--- config.mk ---
export PLATFORM = sky130hd
export DESIGN_NAME = vec_config_unit
export DESIGN_NICKNAME = d
export VERILOG_FILES = /design/src/design/vec_cfg_pkg.sv /design/src/design/vec_config_unit.sv /design/src/design/vcsr_read_port.sv /design/src/design/vector_csrs.sv /design/src/design/vset_decoder.sv
export SDC_FILE = /design/constraint.sdc
export NUM_CORES = 1
export LEC_CHECK = 0
export ABC_AREA = 1
export BUFFER_PORTS_ARGS = -buffer_cell sky130_fd_sc_hd__buf_2
export CORE_MARGIN = 2
export CORE_UTILIZATION = 36
export CTS_CLUSTER_DIAMETER = 150
export DETAILED_ROUTE_END_ITERATION = 7
export GPL_TIMING_DRIVEN = 0
export PLACE_DENSITY = 0.73
export SYNTH_ARGS = -nofsm -noshare
export SYNTH_HDL_FRONTEND = slang
export SYNTH_HIERARCHICAL = 1
export SYNTH_SLANG_ARGS = --single-unit
export TNS_END_PERCENT = 5
--- constraint.sdc ---
create_clock -name clk -period 2.65 [get_ports clk]
set_clock_uncertainty 0.1 [all_clocks]
set_input_delay 0.3975 -clock clk [delete_from_list [all_inputs] [get_ports clk]]
set_output_delay 0.3975 -clock clk [all_outputs]
set_load 0.005 [all_outputs]
--- src/design/vec_cfg_pkg.sv ---
package vec_cfg_pkg;

    // Kind of configuration request seen by the decoder.
    typedef enum logic [1:0] {
        VSET_NONE = 2'd0,
        VSETVLI   = 2'd1,
        VSETIVLI  = 2'd2,
        VSETVL    = 2'd3
    } vset_op_e;

    // Selected element width; codes 4 to 7 are reserved.
    typedef enum logic [2:0] {
        EW8  = 3'd0,
        EW16 = 3'd1,
        EW32 = 3'd2,
        EW64 = 3'd3
    } vsew_e;

    // Register grouping, integer and fractional.
    typedef enum logic [2:0] {
        LMUL_1   = 3'd0,
        LMUL_2   = 3'd1,
        LMUL_4   = 3'd2,
        LMUL_8   = 3'd3,
        LMUL_RSV = 3'd4,
        LMUL_F8  = 3'd5,
        LMUL_F4  = 3'd6,
        LMUL_F2  = 3'd7
    } vlmul_e;

    // Decoded request handed to the register block.
    typedef struct packed {
        vset_op_e    op;
        logic [4:0]  rs1_idx;            // Immediate AVL for vsetivli.
        logic [4:0]  rd_idx;
        logic [10:0] zimm;               // Bit 10 is zero for vsetivli.
    } vset_req_t;

    // Architectural vtype, without the reserved middle bits.
    typedef struct packed {
        logic   vill;
        logic   vma;
        logic   vta;
        vsew_e  vsew;
        vlmul_e vlmul;
    } vtype_t;

    // Read-only vector CSR addresses.
    localparam logic [11:0] CSR_VL    = 12'hC20;
    localparam logic [11:0] CSR_VTYPE = 12'hC21;
    localparam logic [11:0] CSR_VLENB = 12'hC22;

    // OP-V major opcode and the configuration funct3.
    localparam logic [6:0] OPC_OP_V = 7'b1010111;
    localparam logic [2:0] F3_OPCFG = 3'b111;

endpackage
--- src/design/vec_config_unit.sv ---
`timescale 1ns/1ps

module vec_config_unit #(
    parameter int  VLEN = 128,
    parameter int  ELEN = 32,
    localparam int VL_W = $clog2(VLEN + 1)
) (
    input  logic                clk,
    input  logic                reset_n,

    input  logic                instr_valid_i,
    input  logic [31:0]         instr_i,
    input  logic [31:0]         rs1_value_i,
    input  logic [31:0]         rs2_value_i,

    output logic                rd_we_o,
    output logic [4:0]          rd_addr_o,
    output logic [31:0]         rd_data_o,

    output vec_cfg_pkg::vsew_e  vsew_o,
    output vec_cfg_pkg::vlmul_e vlmul_o,
    output logic [VL_W-1:0]     vl_o,

    input  logic [11:0]         csr_addr_i,
    output logic [31:0]         csr_rdata_o,
    output logic                csr_illegal_o
);
    import vec_cfg_pkg::*;

    vset_req_t       req;
    vtype_t          vtype;
    logic [VL_W-1:0] vl;

    vset_decoder u_decoder (
        .instr_valid_i (instr_valid_i),
        .instr_i       (instr_i),
        .req_o         (req)
    );

    vector_csrs #(
        .VLEN (VLEN),
        .ELEN (ELEN)
    ) u_csrs (
        .clk         (clk),
        .reset_n     (reset_n),
        .req_i       (req),
        .rs1_value_i (rs1_value_i),
        .rs2_value_i (rs2_value_i),
        .vtype_o     (vtype),
        .vl_o        (vl),
        .rd_we_o     (rd_we_o),
        .rd_addr_o   (rd_addr_o),
        .rd_data_o   (rd_data_o)
    );

    vcsr_read_port #(
        .VLEN (VLEN)
    ) u_read_port (
        .csr_addr_i    (csr_addr_i),
        .vtype_i       (vtype),
        .vl_i          (vl),
        .csr_rdata_o   (csr_rdata_o),
        .csr_illegal_o (csr_illegal_o)
    );

    assign vsew_o  = vtype.vsew;                        // To the datapath.
    assign vlmul_o = vtype.vlmul;
    assign vl_o    = vl;

endmodule

--- src/design/vcsr_read_port.sv ---
`timescale 1ns/1ps

module vcsr_read_port #(
    parameter int  VLEN = 128,
    localparam int VL_W = $clog2(VLEN + 1)
) (
    input  logic [11:0]         csr_addr_i,
    input  vec_cfg_pkg::vtype_t vtype_i,
    input  logic [VL_W-1:0]     vl_i,
    output logic [31:0]         csr_rdata_o,
    output logic                csr_illegal_o
);
    import vec_cfg_pkg::*;

    localparam int VLENB = VLEN / 8;

    logic [31:0] vtype_word;
    logic [31:0] vl_word;
    logic [31:0] vlenb_word;

    // CSR layout keeps vill at the top and the fields in the low byte.
    assign vtype_word = {vtype_i.vill,
                         23'b0,
                         vtype_i.vma,
                         vtype_i.vta,
                         vtype_i.vsew,
                         vtype_i.vlmul};

    assign vl_word    = {{(32 - VL_W){1'b0}}, vl_i};
    assign vlenb_word = VLENB;

    // Plain address decode, no read strobe.
    always_comb begin
        csr_rdata_o   = '0;
        csr_illegal_o = 1'b0;
        case (csr_addr_i)
            CSR_VL: begin
                csr_rdata_o = vl_word;
            end
            CSR_VTYPE: begin
                csr_rdata_o = vtype_word;
            end
            CSR_VLENB: begin
                csr_rdata_o = vlenb_word;
            end
            default: begin
                csr_illegal_o = 1'b1;                   // Data stays zero.
            end
        endcase
    end

endmodule

--- src/design/vector_csrs.sv ---
`timescale 1ns/1ps

module vector_csrs #(
    parameter int  VLEN = 128,
    parameter int  ELEN = 32,
    localparam int VL_W = $clog2(VLEN + 1)
) (
    input  logic                   clk,
    input  logic                   reset_n,

    input  vec_cfg_pkg::vset_req_t req_i,
    input  logic [31:0]            rs1_value_i,
    input  logic [31:0]            rs2_value_i,

    output vec_cfg_pkg::vtype_t    vtype_o,
    output logic [VL_W-1:0]        vl_o,

    output logic                   rd_we_o,
    output logic [4:0]             rd_addr_o,
    output logic [31:0]            rd_data_o
);
    import vec_cfg_pkg::*;

    localparam int VLENB = VLEN / 8;

    logic [7:0]      vtype_bits;
    logic [2:0]      sew_code;
    logic [2:0]      lmul_code;
    logic [31:0]     sew_width;
    logic            illegal;
    logic [31:0]     elems_per_reg;
    logic [31:0]     vlmax_wide;
    logic [VL_W-1:0] vlmax;
    logic [31:0]     avl;
    logic [VL_W-1:0] vl_next;
    vtype_t          vtype_next;
    logic            req_active;

    vtype_t          vtype_q;
    logic [VL_W-1:0] vl_q;
    logic            rd_we_q;
    logic [4:0]      rd_addr_q;

    assign req_active = (req_i.op != VSET_NONE);

    // vill request bit is dropped, legality is decided here.
    assign vtype_bits = (req_i.op == VSETVL) ? rs2_value_i[7:0] : req_i.zimm[7:0];
    assign sew_code   = vtype_bits[5:3];
    assign lmul_code  = vtype_bits[2:0];

    assign sew_width = 32'd8 << sew_code[1:0];

    assign illegal = (lmul_code == LMUL_RSV) ||
                     sew_code[2] ||                     // Reserved widths.
                     (sew_width > ELEN);

    // Elements per register, then scaled by the grouping.
    assign elems_per_reg = VLENB >> sew_code;

    always_comb begin
        if (lmul_code[2]) begin
            vlmax_wide = elems_per_reg >> (4'd8 - {1'b0, lmul_code});  // Fractional.
        end else begin
            vlmax_wide = elems_per_reg << lmul_code[1:0];
        end
    end

    assign vlmax = vlmax_wide[VL_W-1:0];                // VLEN is the largest value.

    // AVL source.
    always_comb begin
        if (req_i.op == VSETIVLI) begin
            avl = {27'b0, req_i.rs1_idx};
        end else if (req_i.rs1_idx != '0) begin
            avl = rs1_value_i;
        end else if (req_i.rd_idx != '0) begin
            avl = '1;                                   // Ask for VLMAX.
        end else begin
            avl = {{(32 - VL_W){1'b0}}, vl_q};          // Keep current vl.
        end
    end

    always_comb begin
        if (illegal) begin
            vl_next    = '0;
            vtype_next = '0;
            vtype_next.vill = 1'b1;
        end else begin
            if (avl < {{(32 - VL_W){1'b0}}, vlmax}) begin
                vl_next = avl[VL_W-1:0];
            end else begin
                vl_next = vlmax;
            end
            vtype_next.vill  = 1'b0;
            vtype_next.vma   = vtype_bits[7];
            vtype_next.vta   = vtype_bits[6];
            vtype_next.vsew  = vsew_e'(sew_code);
            vtype_next.vlmul = vlmul_e'(lmul_code);
        end
    end

    always_ff @(posedge clk or negedge reset_n) begin
        if (!reset_n) begin
            vtype_q <= '0;                              // EW8, LMUL_1, legal.
            vl_q    <= '0;
            rd_we_q <= 1'b0;
        end else begin
            rd_we_q <= req_active && (req_i.rd_idx != '0);
            if (req_active) begin
                vtype_q <= vtype_next;
                vl_q    <= vl_next;
            end
        end
    end

    always_ff @(posedge clk) begin
        if (req_active) begin
            rd_addr_q <= req_i.rd_idx;
        end
    end

    assign vtype_o   = vtype_q;
    assign vl_o      = vl_q;
    assign rd_we_o   = rd_we_q;
    assign rd_addr_o = rd_addr_q;
    assign rd_data_o = {{(32 - VL_W){1'b0}}, vl_q};    // New vl, one cycle later.

endmodule

--- src/design/vset_decoder.sv ---
`timescale 1ns/1ps

module vset_decoder (
    input  logic                   instr_valid_i,
    input  logic [31:0]            instr_i,
    output vec_cfg_pkg::vset_req_t req_o
);
    import vec_cfg_pkg::*;

    logic [6:0] opcode;
    logic [2:0] funct3;
    logic       is_cfg;
    vset_op_e   op;

    assign opcode = instr_i[6:0];
    assign funct3 = instr_i[14:12];

    // Only a valid OP-V word with the configuration funct3 is considered.
    assign is_cfg = instr_valid_i && (opcode == OPC_OP_V) && (funct3 == F3_OPCFG);

    // Form is chosen by the top bits of the word.
    always_comb begin
        op = VSET_NONE;
        if (is_cfg) begin
            if (!instr_i[31]) begin
                op = VSETVLI;                       // 11-bit zimm form.
            end else if (instr_i[31:30] == 2'b11) begin
                op = VSETIVLI;                      // 10-bit zimm, 5-bit uimm AVL.
            end else if (instr_i[31:25] == 7'b1000000) begin
                op = VSETVL;                        // vtype from rs2.
            end
        end
    end

    // Field extraction per instruction form.
    always_comb begin
        req_o.op      = op;
        req_o.rs1_idx = instr_i[19:15];             // rs1 or uimm.
        req_o.rd_idx  = instr_i[11:7];
        case (op)
            VSETVLI: begin
                req_o.zimm = instr_i[30:20];
            end
            VSETIVLI: begin
                req_o.zimm = {1'b0, instr_i[29:20]};
            end
            default: begin
                req_o.zimm = '0;                    // Not used by vsetvl.
            end
        endcase
    end

endmodule

After elaboration in Yosys (flattened, before gate mapping). Cells that the tools add are included.

Register bits after elaboration: 23. Input bits: 111. Output and inout bits: 85. Logic and storage cells: 50.

Add/sub/neg operators: 1. $lt $le $gt $ge: 2. Equal/unequal tests: 11. Shifts and indexed selects: 4. Mux-type cells: 15. Reductions and logical operators: 9.

Operators with widths (count): 32-bit 2-to-1 mux (3); 32-bit one-hot mux with 3 select lines (1); 12-bit == test (second input constant) (3); 32-bit by 6-bit > comparator with 1-bit output (second input constant) (1); 32-bit by 8-bit < comparator with 1-bit output (1); 8-bit 2-to-1 mux (4); 32-bit by 2-bit << shifter with 8-bit output (1); 4-bit by 2-bit << shifter with 32-bit output (first input constant) (1); 32-bit by 4-bit right shift with 8-bit output (1); 5-bit by 3-bit right shift with 32-bit output (first input constant) (1); 8-bit one-hot mux with 2 select lines (1); 7-bit == test (second input constant) (2); 5-bit nonzero test (2); 9-bit 2-to-1 mux (1); 2-bit 2-to-1 mux (4); 2-bit == test (second input constant) (3); 3-bit == test (second input constant) (2); 4-bit by 3-bit subtractor with 4-bit output (first input constant) (1); 1-bit logical AND (3); 3-bit OR reduction (1); 2-bit by 1-bit == test with 1-bit output (second input constant) (1); 1-bit logical OR (2); 2-bit nonzero test (1); 1-bit 2-to-1 mux (1).

Longest topological paths before layout. Gate-level depths: netlist of run 1.

Depth after elaboration: 14. Mapped depth: 30. Depth with buffers taken out: 30.

By module. Netlist of run 1, hierarchy kept.

Modules (own cells, without submodules): vector_csrs (times used 1, cells each 291, area each 2153.3 sq um, sequential area each 600.6 sq um); vcsr_read_port (times used 1, cells each 70, area each 411.6 sq um, sequential area each 0.0 sq um); vset_decoder (times used 1, cells each 70, area each 334.1 sq um, sequential area each 0.0 sq um).

Least setup slack after synthesis of run 1. OpenSTA, ideal clock, no wires.

Kind: input to register. From: in instr_i[5]. To: reg u_csrs.vl_q[0] (netlist: u_csrs/vl_o[0]). Library setup time: 0.119 ns. Data arrival time: 3.493 ns. Data required time: 2.431 ns. Path slack: -1.062 ns. Stages on the path: 23. Buffers on the path: 0. Path through: inv_1 nand2_1 nor2_1 nand3b_1 nor2_1 ha_1 o21bai_2 nor2_1 nand2_4 nand2_4 inv_4 ha_1 ha_1 inv_1 o21ai_0 o211ai_1 ha_1 a21oi_1 o21ai_0 nor2_2 nand3_1 nand3_1 nand2_1.

RTL lines: start: declaration (RTL line vec_config_unit.sv:12) `input logic [31:0] instr_i,`; end signal: assignment (RTL line vector_csrs.sv:111) `vl_q <= vl_next;`; end: declaration (RTL line vector_csrs.sv:40) `logic [VL_W-1:0] vl_q;`.

==> impl_metrics.tcl, run 1 <==
set metrics [dict create \
    run_status "finished with violations" \
    violations "setup timing" \
    clk_latency_ns 0.25 \
    die_width_um 93.4 \
    row_count 32 \
    vias 3197 \
    die_h_um 93.4 \
    grt_use_met2 0.315 \
    firstDrtPassIters 4 \
    path_class "input port to register" \
    cp_slowest_stage_delay_ns 0.29 \
    antenna_found_initial 0 \
    critPathBufInv 5 \
    start_util 0.373 \
    cts.sinks 23 \
    p_per_area_nw_per_um2 189 \
    die-area_um2 8730 \
    grt_usage 0.167 \
    grt_overflow 0 \
    place_congestion 0.872 \
    clkPwrFrac 0.252 \
    vdd_drop_max_mv 0.149 \
    tritoncts "done" \
    drt_iter0_drc 131 \
    holdWs_ns 0.231 \
    seq_power_share 0.455 \
    finalMaxSlewViolations 0 \
    arrival_ns 3.60 \
    layout_setup_ws_ns -0.903 \
    grt_pass1_wl_um 12100 \
    p_int_w 0.000600 \
    hp-class "input port to register" \
    io_pins 196 \
    ctsRootBufferMaster "clkbuf_8" \
    use_met3 0.0193 \
    path_clk_slew_ns 0.07 \
    antenna_left 0 \
    finalSetupViolations 8 \
    wl_um 8000 \
    htree_levels 1 \
    clock_path_buffers 2 \
    route.detailed.drc 0 \
    routedWlPerCell_um 11.3 \
    cap_viol_max_count 0 \
    hold_viol 0 \
    cts_buffers 3 \
    p_total_w 0.000799 \
    gr-usage-met1 0.197 \
    finalCriticalPeriod_ns 3.55 \
    avgSynthCellArea_um2 6.76 \
    cp_common_cell "nand2_1" \
    grt_most_used_layer "met2" \
    slowest_stage "ha_4" \
    hpwl_um 6360 \
    cp-end-kind "register" \
    cp.required_ns 2.69 \
    p_sw_frac 0.249 \
    first_global_vias 2801 \
    critPathTopFamily "simple AND/OR/NAND/NOR gates" \
    viasPerCell 4.52 \
    fin_nets 728 \
    synth_cells 426 \
    switchingPower_w 0.000199 \
    leakage_nw 2.35 \
    rsz0062_at_grt "yes" \
    n_antenna_cell 0 \
    post-route-period-util 1.34 \
    worstPathMaxFanout 8 \
    drive_above_1_share 0.453 \
    grt_max_degree 19 \
    critPathLaunchType "input port" \
    io_buffers 114 \
    fmax_ghz 0.281 \
    combinationalPowerShare 0.292 \
    fp.coreArea_um2 7730 \
    yosys_warnings 6 \
    syn2layout_area_growth_pct 46.4 \
    syn_area_um2 2880 \
]
[final timing paths]
kind / start / end / slack [ns] / depth (start not counted)
setup / recovery: instr_i[3] / u_csrs/vl_o[2] / -0.90 / 29
hold / removal: instr_i[8] / u_csrs/rd_addr_o[1] / 0.23 / 1
setup reg to reg: u_csrs/vl_o[3] / u_csrs/vl_o[2] / 0.39 / 13
hold reg to reg: u_csrs/vtype_o[8] / u_csrs/vtype_o[8] / 0.41 / 2
max in group asynchronous: reset_n / u_csrs/rd_we_o / 1.67 / 2
min in group asynchronous: reset_n / u_csrs/vtype_o[7] / 0.51 / 2
[cells in the final DEF, fill, tap and decap left out, types with 3 or more instances in the layout]
cell / instances
nand2_1: 76
conb_1: 47
o21ai_0: 14
o21ai_1: 9
nand4_1: 4
buf_2: 107
edfxtp_1: 5
nand2_2: 11
nor2_4: 5
o21ai_2: 3
nand2_4: 11
dfrtp_1: 18
ha_4: 3
mux2i_1: 3
clkbuf_8: 3
nor2_1: 31
nand3_2: 6
inv_2: 3
nor2_2: 11
a21oi_2: 3
nor4_1: 6
buf_4: 78
inv_1: 50
inv_4: 5
nand3_1: 35
inv_8: 3
ha_1: 8
buf_6: 8
[routing by layer]
metal	wire, um	vias up
li1	-	1630
met1	3180	1433
met2	4170	120
met3	516	14
met4	134	0
met5	0	-
[power groups by stage]
| stage | combinational (W) | clock (W) | sequential [W] |
|---|---|---|---|
| global placement | 0.000206 | 0 | 0.000371 |
| detailed placement | 0.000210 | 0 | 0.000371 |
| CTS | 0.000226 | 0.000207 | 0.000363 |
| floorplan | 0.000133 | 0 | 0.000370 |
| finish | 0.000234 | 0.000202 | 0.000364 |
| global route | 0.000258 | 0.000224 | 0.000363 |
[flip-flops by register name (all words and copies together) (netlist names)]
name	flops
u_csrs/rd_addr_o	5
u_csrs/rd_we_o	1
u_csrs/vtype_o	9
u_csrs/vl_o	8
[metrics by stage]
stage | area [um2] | util | TNS (ns) | cells | setup slack, ns
2_1_floorplan | 3130 | - | -6.53 | 471 | -0.832
3_3_place_gp | 3820 | 0.495 | -11.93 | 687 | -1.29
3_5_place_dp | 3820 | 0.495 | -12.97 | 687 | -1.35
4_1_cts | 4070 | 0.527 | -6.66 | 701 | -0.839
5_1_grt | 4220 | 0.546 | -8.55 | 707 | -1.07
6_report | 4220 | 0.546 | -7.14 | 707 | -0.903
[timing repair]
item,in CTS,in global routing
setup endpoints to repair,16,16
gates resized for setup,29,26
pin swaps,28,22
setup buffers,8,6
hold buffers,1,0
hold endpoints to repair,18,0
cloned,1,0
[cell type report]
type,instances,area (um2)
Buffer,69,526
Clock buffer,4,45.0
Fill cell,744,3510
Inverter,63,272
Multi-Input combinational cell,317,1900
Sequential cell,23,601
Tap cell,102,128
Timing Repair Buffer,129,749
No activity file was read; power rests on OpenSTA's default activity.
==> inputs of run 2 (changes only) <==
CORE_MARGIN = not set   (was 2)
clock period = 3.5 ns   (was 2.65 ns; I/O delays follow)
==> impl_metrics.tcl, run 2 (synthesized netlist as in run 1, its figures left out) <==
set metrics [dict create \
    vias 3210 \
    cts_buffers 3 \
    cap_viol_max_count 0 \
    rsz0062_at_grt "yes" \
    grt_max_degree 19 \
    viasPerCell 4.52 \
    final_cell_mix "109 x buf_2, 82 x buf_4, 75 x nand2_1, 50 x inv_1, 47 x conb_1" \
    path_clk_slew_ns 0.07 \
    r2r_cells 10 \
    syn2layout_area_growth_pct 47.3 \
    io_buffers 114 \
    drt_iter0_drc 107 \
    startpoint "instr_i[29]" \
    wl_um 7990 \
    worstReg2RegStart "u_csrs/vl_o[5]" \
    fmax_ghz 0.277 \
    p_per_area_nw_per_um2 142 \
    cp.required_ns 3.55 \
    arrival_ns 3.66 \
    tritoncts "done" \
    leakage_nw 2.34 \
    antenna_left 0 \
    cp-end-kind "register" \
    row_count 32 \
    firstDrtPassIters 5 \
    hpwl_um 6340 \
    critPathLaunchType "input port" \
    ctsRootBufferMaster "clkbuf_8" \
    fp.coreArea_um2 7730 \
    hold_viol 0 \
    cts.sinks 23 \
    die_h_um 91.4 \
    ctsHoldBuffers 0 \
    antenna_found_initial 0 \
    grt_usage 0.180 \
    post-route-period-util 1.03 \
    postLayoutCoreUtil 0.549 \
    die-area_um2 8360 \
    layout_setup_ws_ns -0.116 \
    io_pins 196 \
    start_util 0.373 \
    clk_latency_ns 0.26 \
    first_global_vias 2879 \
    grt_pass1_wl_um 12400 \
    largest_reg_flops 9 \
    drive_above_1_share 0.467 \
    finalCriticalPeriod_ns 3.62 \
    finalMaxSlewViolations 0 \
    clock_path_buffers 2 \
    grt_overflow 0 \
    n_antenna_cell 0 \
    vdd_drop_max_mv 0.107 \
    cp_common_cell "nand2_1" \
    routedWlPerCell_um 11.2 \
    finalSetupViolations 8 \
    die_width_um 91.4 \
    hp-class "input port to async pin" \
    worstPathMaxFanout 8 \
    slowest_stage "a221o_1" \
    place_congestion 0.835 \
    path_class "input port to register" \
    layout_commonest_cell "buf_2" \
    fin_nets 731 \
    route.detailed.drc 0 \
    violations "setup timing" \
    run_status "finished with violations" \
    cp_slowest_stage_delay_ns 0.32 \
    htree_levels 1 \
    p_total_w 0.000603 \
]
## run 2: cell types whose count changed in the layout (fill, tap and decap cells not counted), moves of 2 or more
cell	before	now
buf_4	78	82
inv_4	5	3
nand3_1	35	32
nor2_1	31	28
nand3_2	6	9
nor2_2	11	14
buf_6	8	6
buf_2	107	109
nand2_2	11	13
inv_2	3	5
## run 2: what timing repair did
action                                  in CTS  in global routing
endpoints found under the hold margin        0                  0
buffers inserted                            14                  4
pin swaps                                   29                 10
gates resized for setup                     34                 23
endpoints found under the setup margin       8                  8
gates cloned                                 1                  0
## run 2: final cells by class
type	count	area, um2
fill	756	3490
inverter	63	267
clock buffer	4	45.0
timing repair buffer	132	757
sequential	23	601
buffer	69	526
multi-input combinational	317	1920
tap	102	128
## run 2: metal layers
layer | GRT usage | wire length [um]
met1 | 0.204 | 3170
met2 | 0.345 | 4170
met3 | 0.0168 | 483
met4 | 0.0622 | 168
met5 | 0 | 0
## run 2: path summary, 6_finish.rpt
path	end	slack, ns
worst max-delay path	u_csrs/vl_o[7]	-0.12
worst min-delay path	u_csrs/vtype_o[7]	0.08
worst max register to register	u_csrs/vl_o[1]	1.31
worst min register to register	u_csrs/vtype_o[8]	0.42
max in group asynchronous	u_csrs/rd_we_o	2.95
min in group clk	u_csrs/rd_addr_o[2]	0.35
## run 2: worst max-delay path, delay by kind of cell
family,cells,cell delay [ns]
fa+ha+maj,3,0.80
buf+inv,4,0.26
compound gates,3,0.64
simple gates,17,1.45
## run 2: through the flow
step / hold slack, ns / setup slack (ns) / std cells / TNS (ns) / area, um2
detailed placement: 0.366 / -0.706 / 687 / -5.50 / 3820
finish: 0.0789 / -0.116 / 710 / -0.843 / 4240
CTS: 0.0874 / -0.0878 / 706 / -0.652 / 4120
global placement: 0.368 / -0.574 / 687 / -4.44 / 3820
global route: 0.101 / -0.316 / 710 / -2.46 / 4240
floorplan: 0.129 / -0.110 / 471 / -0.754 / 3130
## run 2: where the power goes
group / switching, W / internal (W) / leakage, nW
combinational: 0.0000775 / 0.0000968 / 2.03
sequential: 0.000000801 / 0.000275 / 0.291
clock: 0.0000724 / 0.0000810 / 0.0228
==> inputs of run 3 (changes only) <==
PLACE_DENSITY = 0.76   (was 0.73)
clock period = 3.1 ns   (was 3.5 ns; I/O delays follow)
==> impl_metrics.tcl, run 3 (synthesized netlist as in run 1, its figures left out) <==
set metrics [dict create \
    die-area_um2 8360 \
    largest_reg_flops 9 \
    drive_above_1_share 0.478 \
    ctsHoldBuffers 0 \
    stdcell_area_um2 4330 \
    clkPwrFrac 0.260 \
    clk_latency_ns 0.26 \
    timing.rr.end "u_csrs/vl_o[2]" \
    layout_commonest_cell "buf_2" \
    vias 3291 \
    cap_viol_max_count 0 \
    critPathLaunchType "input port" \
    finalMaxSlewViolations 0 \
    combinationalPowerShare 0.290 \
    htree_levels 1 \
    antenna_left 0 \
    p_sw_frac 0.260 \
    start_util 0.373 \
    finalSetupViolations 8 \
    antenna_found_initial 0 \
    leakage_nw 2.37 \
    layout_setup_ws_ns -0.509 \
    first_global_vias 3017 \
    finalCriticalPeriod_ns 3.61 \
    final_cell_mix "107 x buf_2, 86 x buf_4, 73 x nand2_1, 50 x inv_1, 47 x conb_1" \
    cts_buffers 3 \
    drt_iter0_drc 144 \
    routedWlPerCell_um 11.3 \
    path_clk_slew_ns 0.08 \
    n_antenna_cell 0 \
    r2r_cells 13 \
    fin_nets 734 \
    cp.required_ns 3.15 \
    cp-end-kind "register" \
    switchingPower_w 0.000180 \
    vdd_drop_max_mv 0.117 \
    clock_path_buffers 2 \
    p_per_area_nw_per_um2 160 \
    slowest_stage "ha_4" \
    io_pins 196 \
    die_width_um 91.4 \
    hpwl_um 6310 \
    hold_viol 0 \
    place_congestion 0.881 \
    syn2layout_area_growth_pct 50.2 \
    ctsRootBufferMaster "clkbuf_8" \
    fmax_ghz 0.277 \
    cp_slowest_stage_delay_ns 0.31 \
    die_h_um 91.4 \
    tritoncts "done" \
    post-route-period-util 1.16 \
    grt_overflow 0 \
    p_int_w 0.000511 \
    worstReg2RegStart "u_csrs/vl_o[3]" \
    grt_pass1_wl_um 12700 \
    violations "setup timing" \
    row_count 32 \
    io_buffers 114 \
    wl_um 8050 \
    rsz0062_at_grt "yes" \
    placed_area_um2 3820 \
    path_class "input port to register" \
    run_status "finished with violations" \
    hp-class "input port to async pin" \
    worstPathMaxFanout 8 \
    grt_usage 0.183 \
    viasPerCell 4.62 \
    route.detailed.drc 0 \
    fp.coreArea_um2 7730 \
    arrival_ns 3.66 \
    firstDrtPassIters 4 \
    cts.sinks 23 \
    pre_cts_ws_ns -0.977 \
    seq_power_share 0.449 \
    setup_tns_ns -3.91 \
    grt_max_degree 19 \
    holdWs_ns 0.0130 \
    rrSetupSlack_ns 0.87 \
]
## run 3: metrics by stage
| stage | instances | total power, W | util |
|---|---|---|---|
| detailed placement | 687 | 0.000497 | 0.495 |
| floorplan | 471 | 0.000430 | - |
| global route | 713 | 0.000724 | 0.560 |
| CTS | 712 | 0.000683 | 0.539 |
| global placement | 687 | 0.000493 | 0.495 |
| finish | 713 | 0.000691 | 0.560 |
## run 3: power by group through the flow
stage	Clock [W]	Combinational [W]	Sequential [W]
6_report	0.000180	0.000201	0.000310
3_5_place_dp	0	0.000180	0.000317
4_1_cts	0.000184	0.000189	0.000310
5_1_grt	0.000192	0.000221	0.000311
2_1_floorplan	0	0.000113	0.000317
3_3_place_gp	0	0.000176	0.000317
## run 3: cell type report
type / instances / area [um2]
buffer: 69 / 526
clock buffer: 3 / 41.3
clock inverter: 1 / 5.00
fill: 698 / 3400
inverter: 63 / 278
multi-input combinational: 317 / 1970
sequential: 23 / 601
tap: 102 / 128
timing repair buffer: 135 / 779
## run 3: worst max path at each step
stage               cells after the start  slack (ns)             end   startpoint
floorplan                              27       -0.45  u_csrs/vl_o[0]   instr_i[3]
global placement                       26       -0.95  u_csrs/vl_o[4]   instr_i[3]
detailed placement                     25       -0.98  u_csrs/vl_o[4]   instr_i[3]
CTS                                    27       -0.39  u_csrs/vl_o[2]  instr_i[28]
global route                           29       -0.72  u_csrs/vl_o[2]   instr_i[5]
finish                                 27       -0.51  u_csrs/vl_o[2]  instr_i[28]
## run 3: worst max-delay path: cells and delay by family
kind	cells	cell delay (ns)
buffers and inverters	4	0.22
and+or+nand+nor	17	1.57
AOI/OAI and AO/OA	2	0.43
adders and majority gates	4	0.96
## run 3: per-layer routing
layer,track usage,wire length (um)
met2,0.358,4350
met4,0.0728,170
met1,0.201,3040
met3,0.0142,491
met5,0,0
## run 3: timing repair
action,CTS,global route
resized for setup,34,39
cloned,1,0
pin swaps,27,29
hold endpoints to repair,0,0
buffers inserted,20,1
setup endpoints to repair,8,8
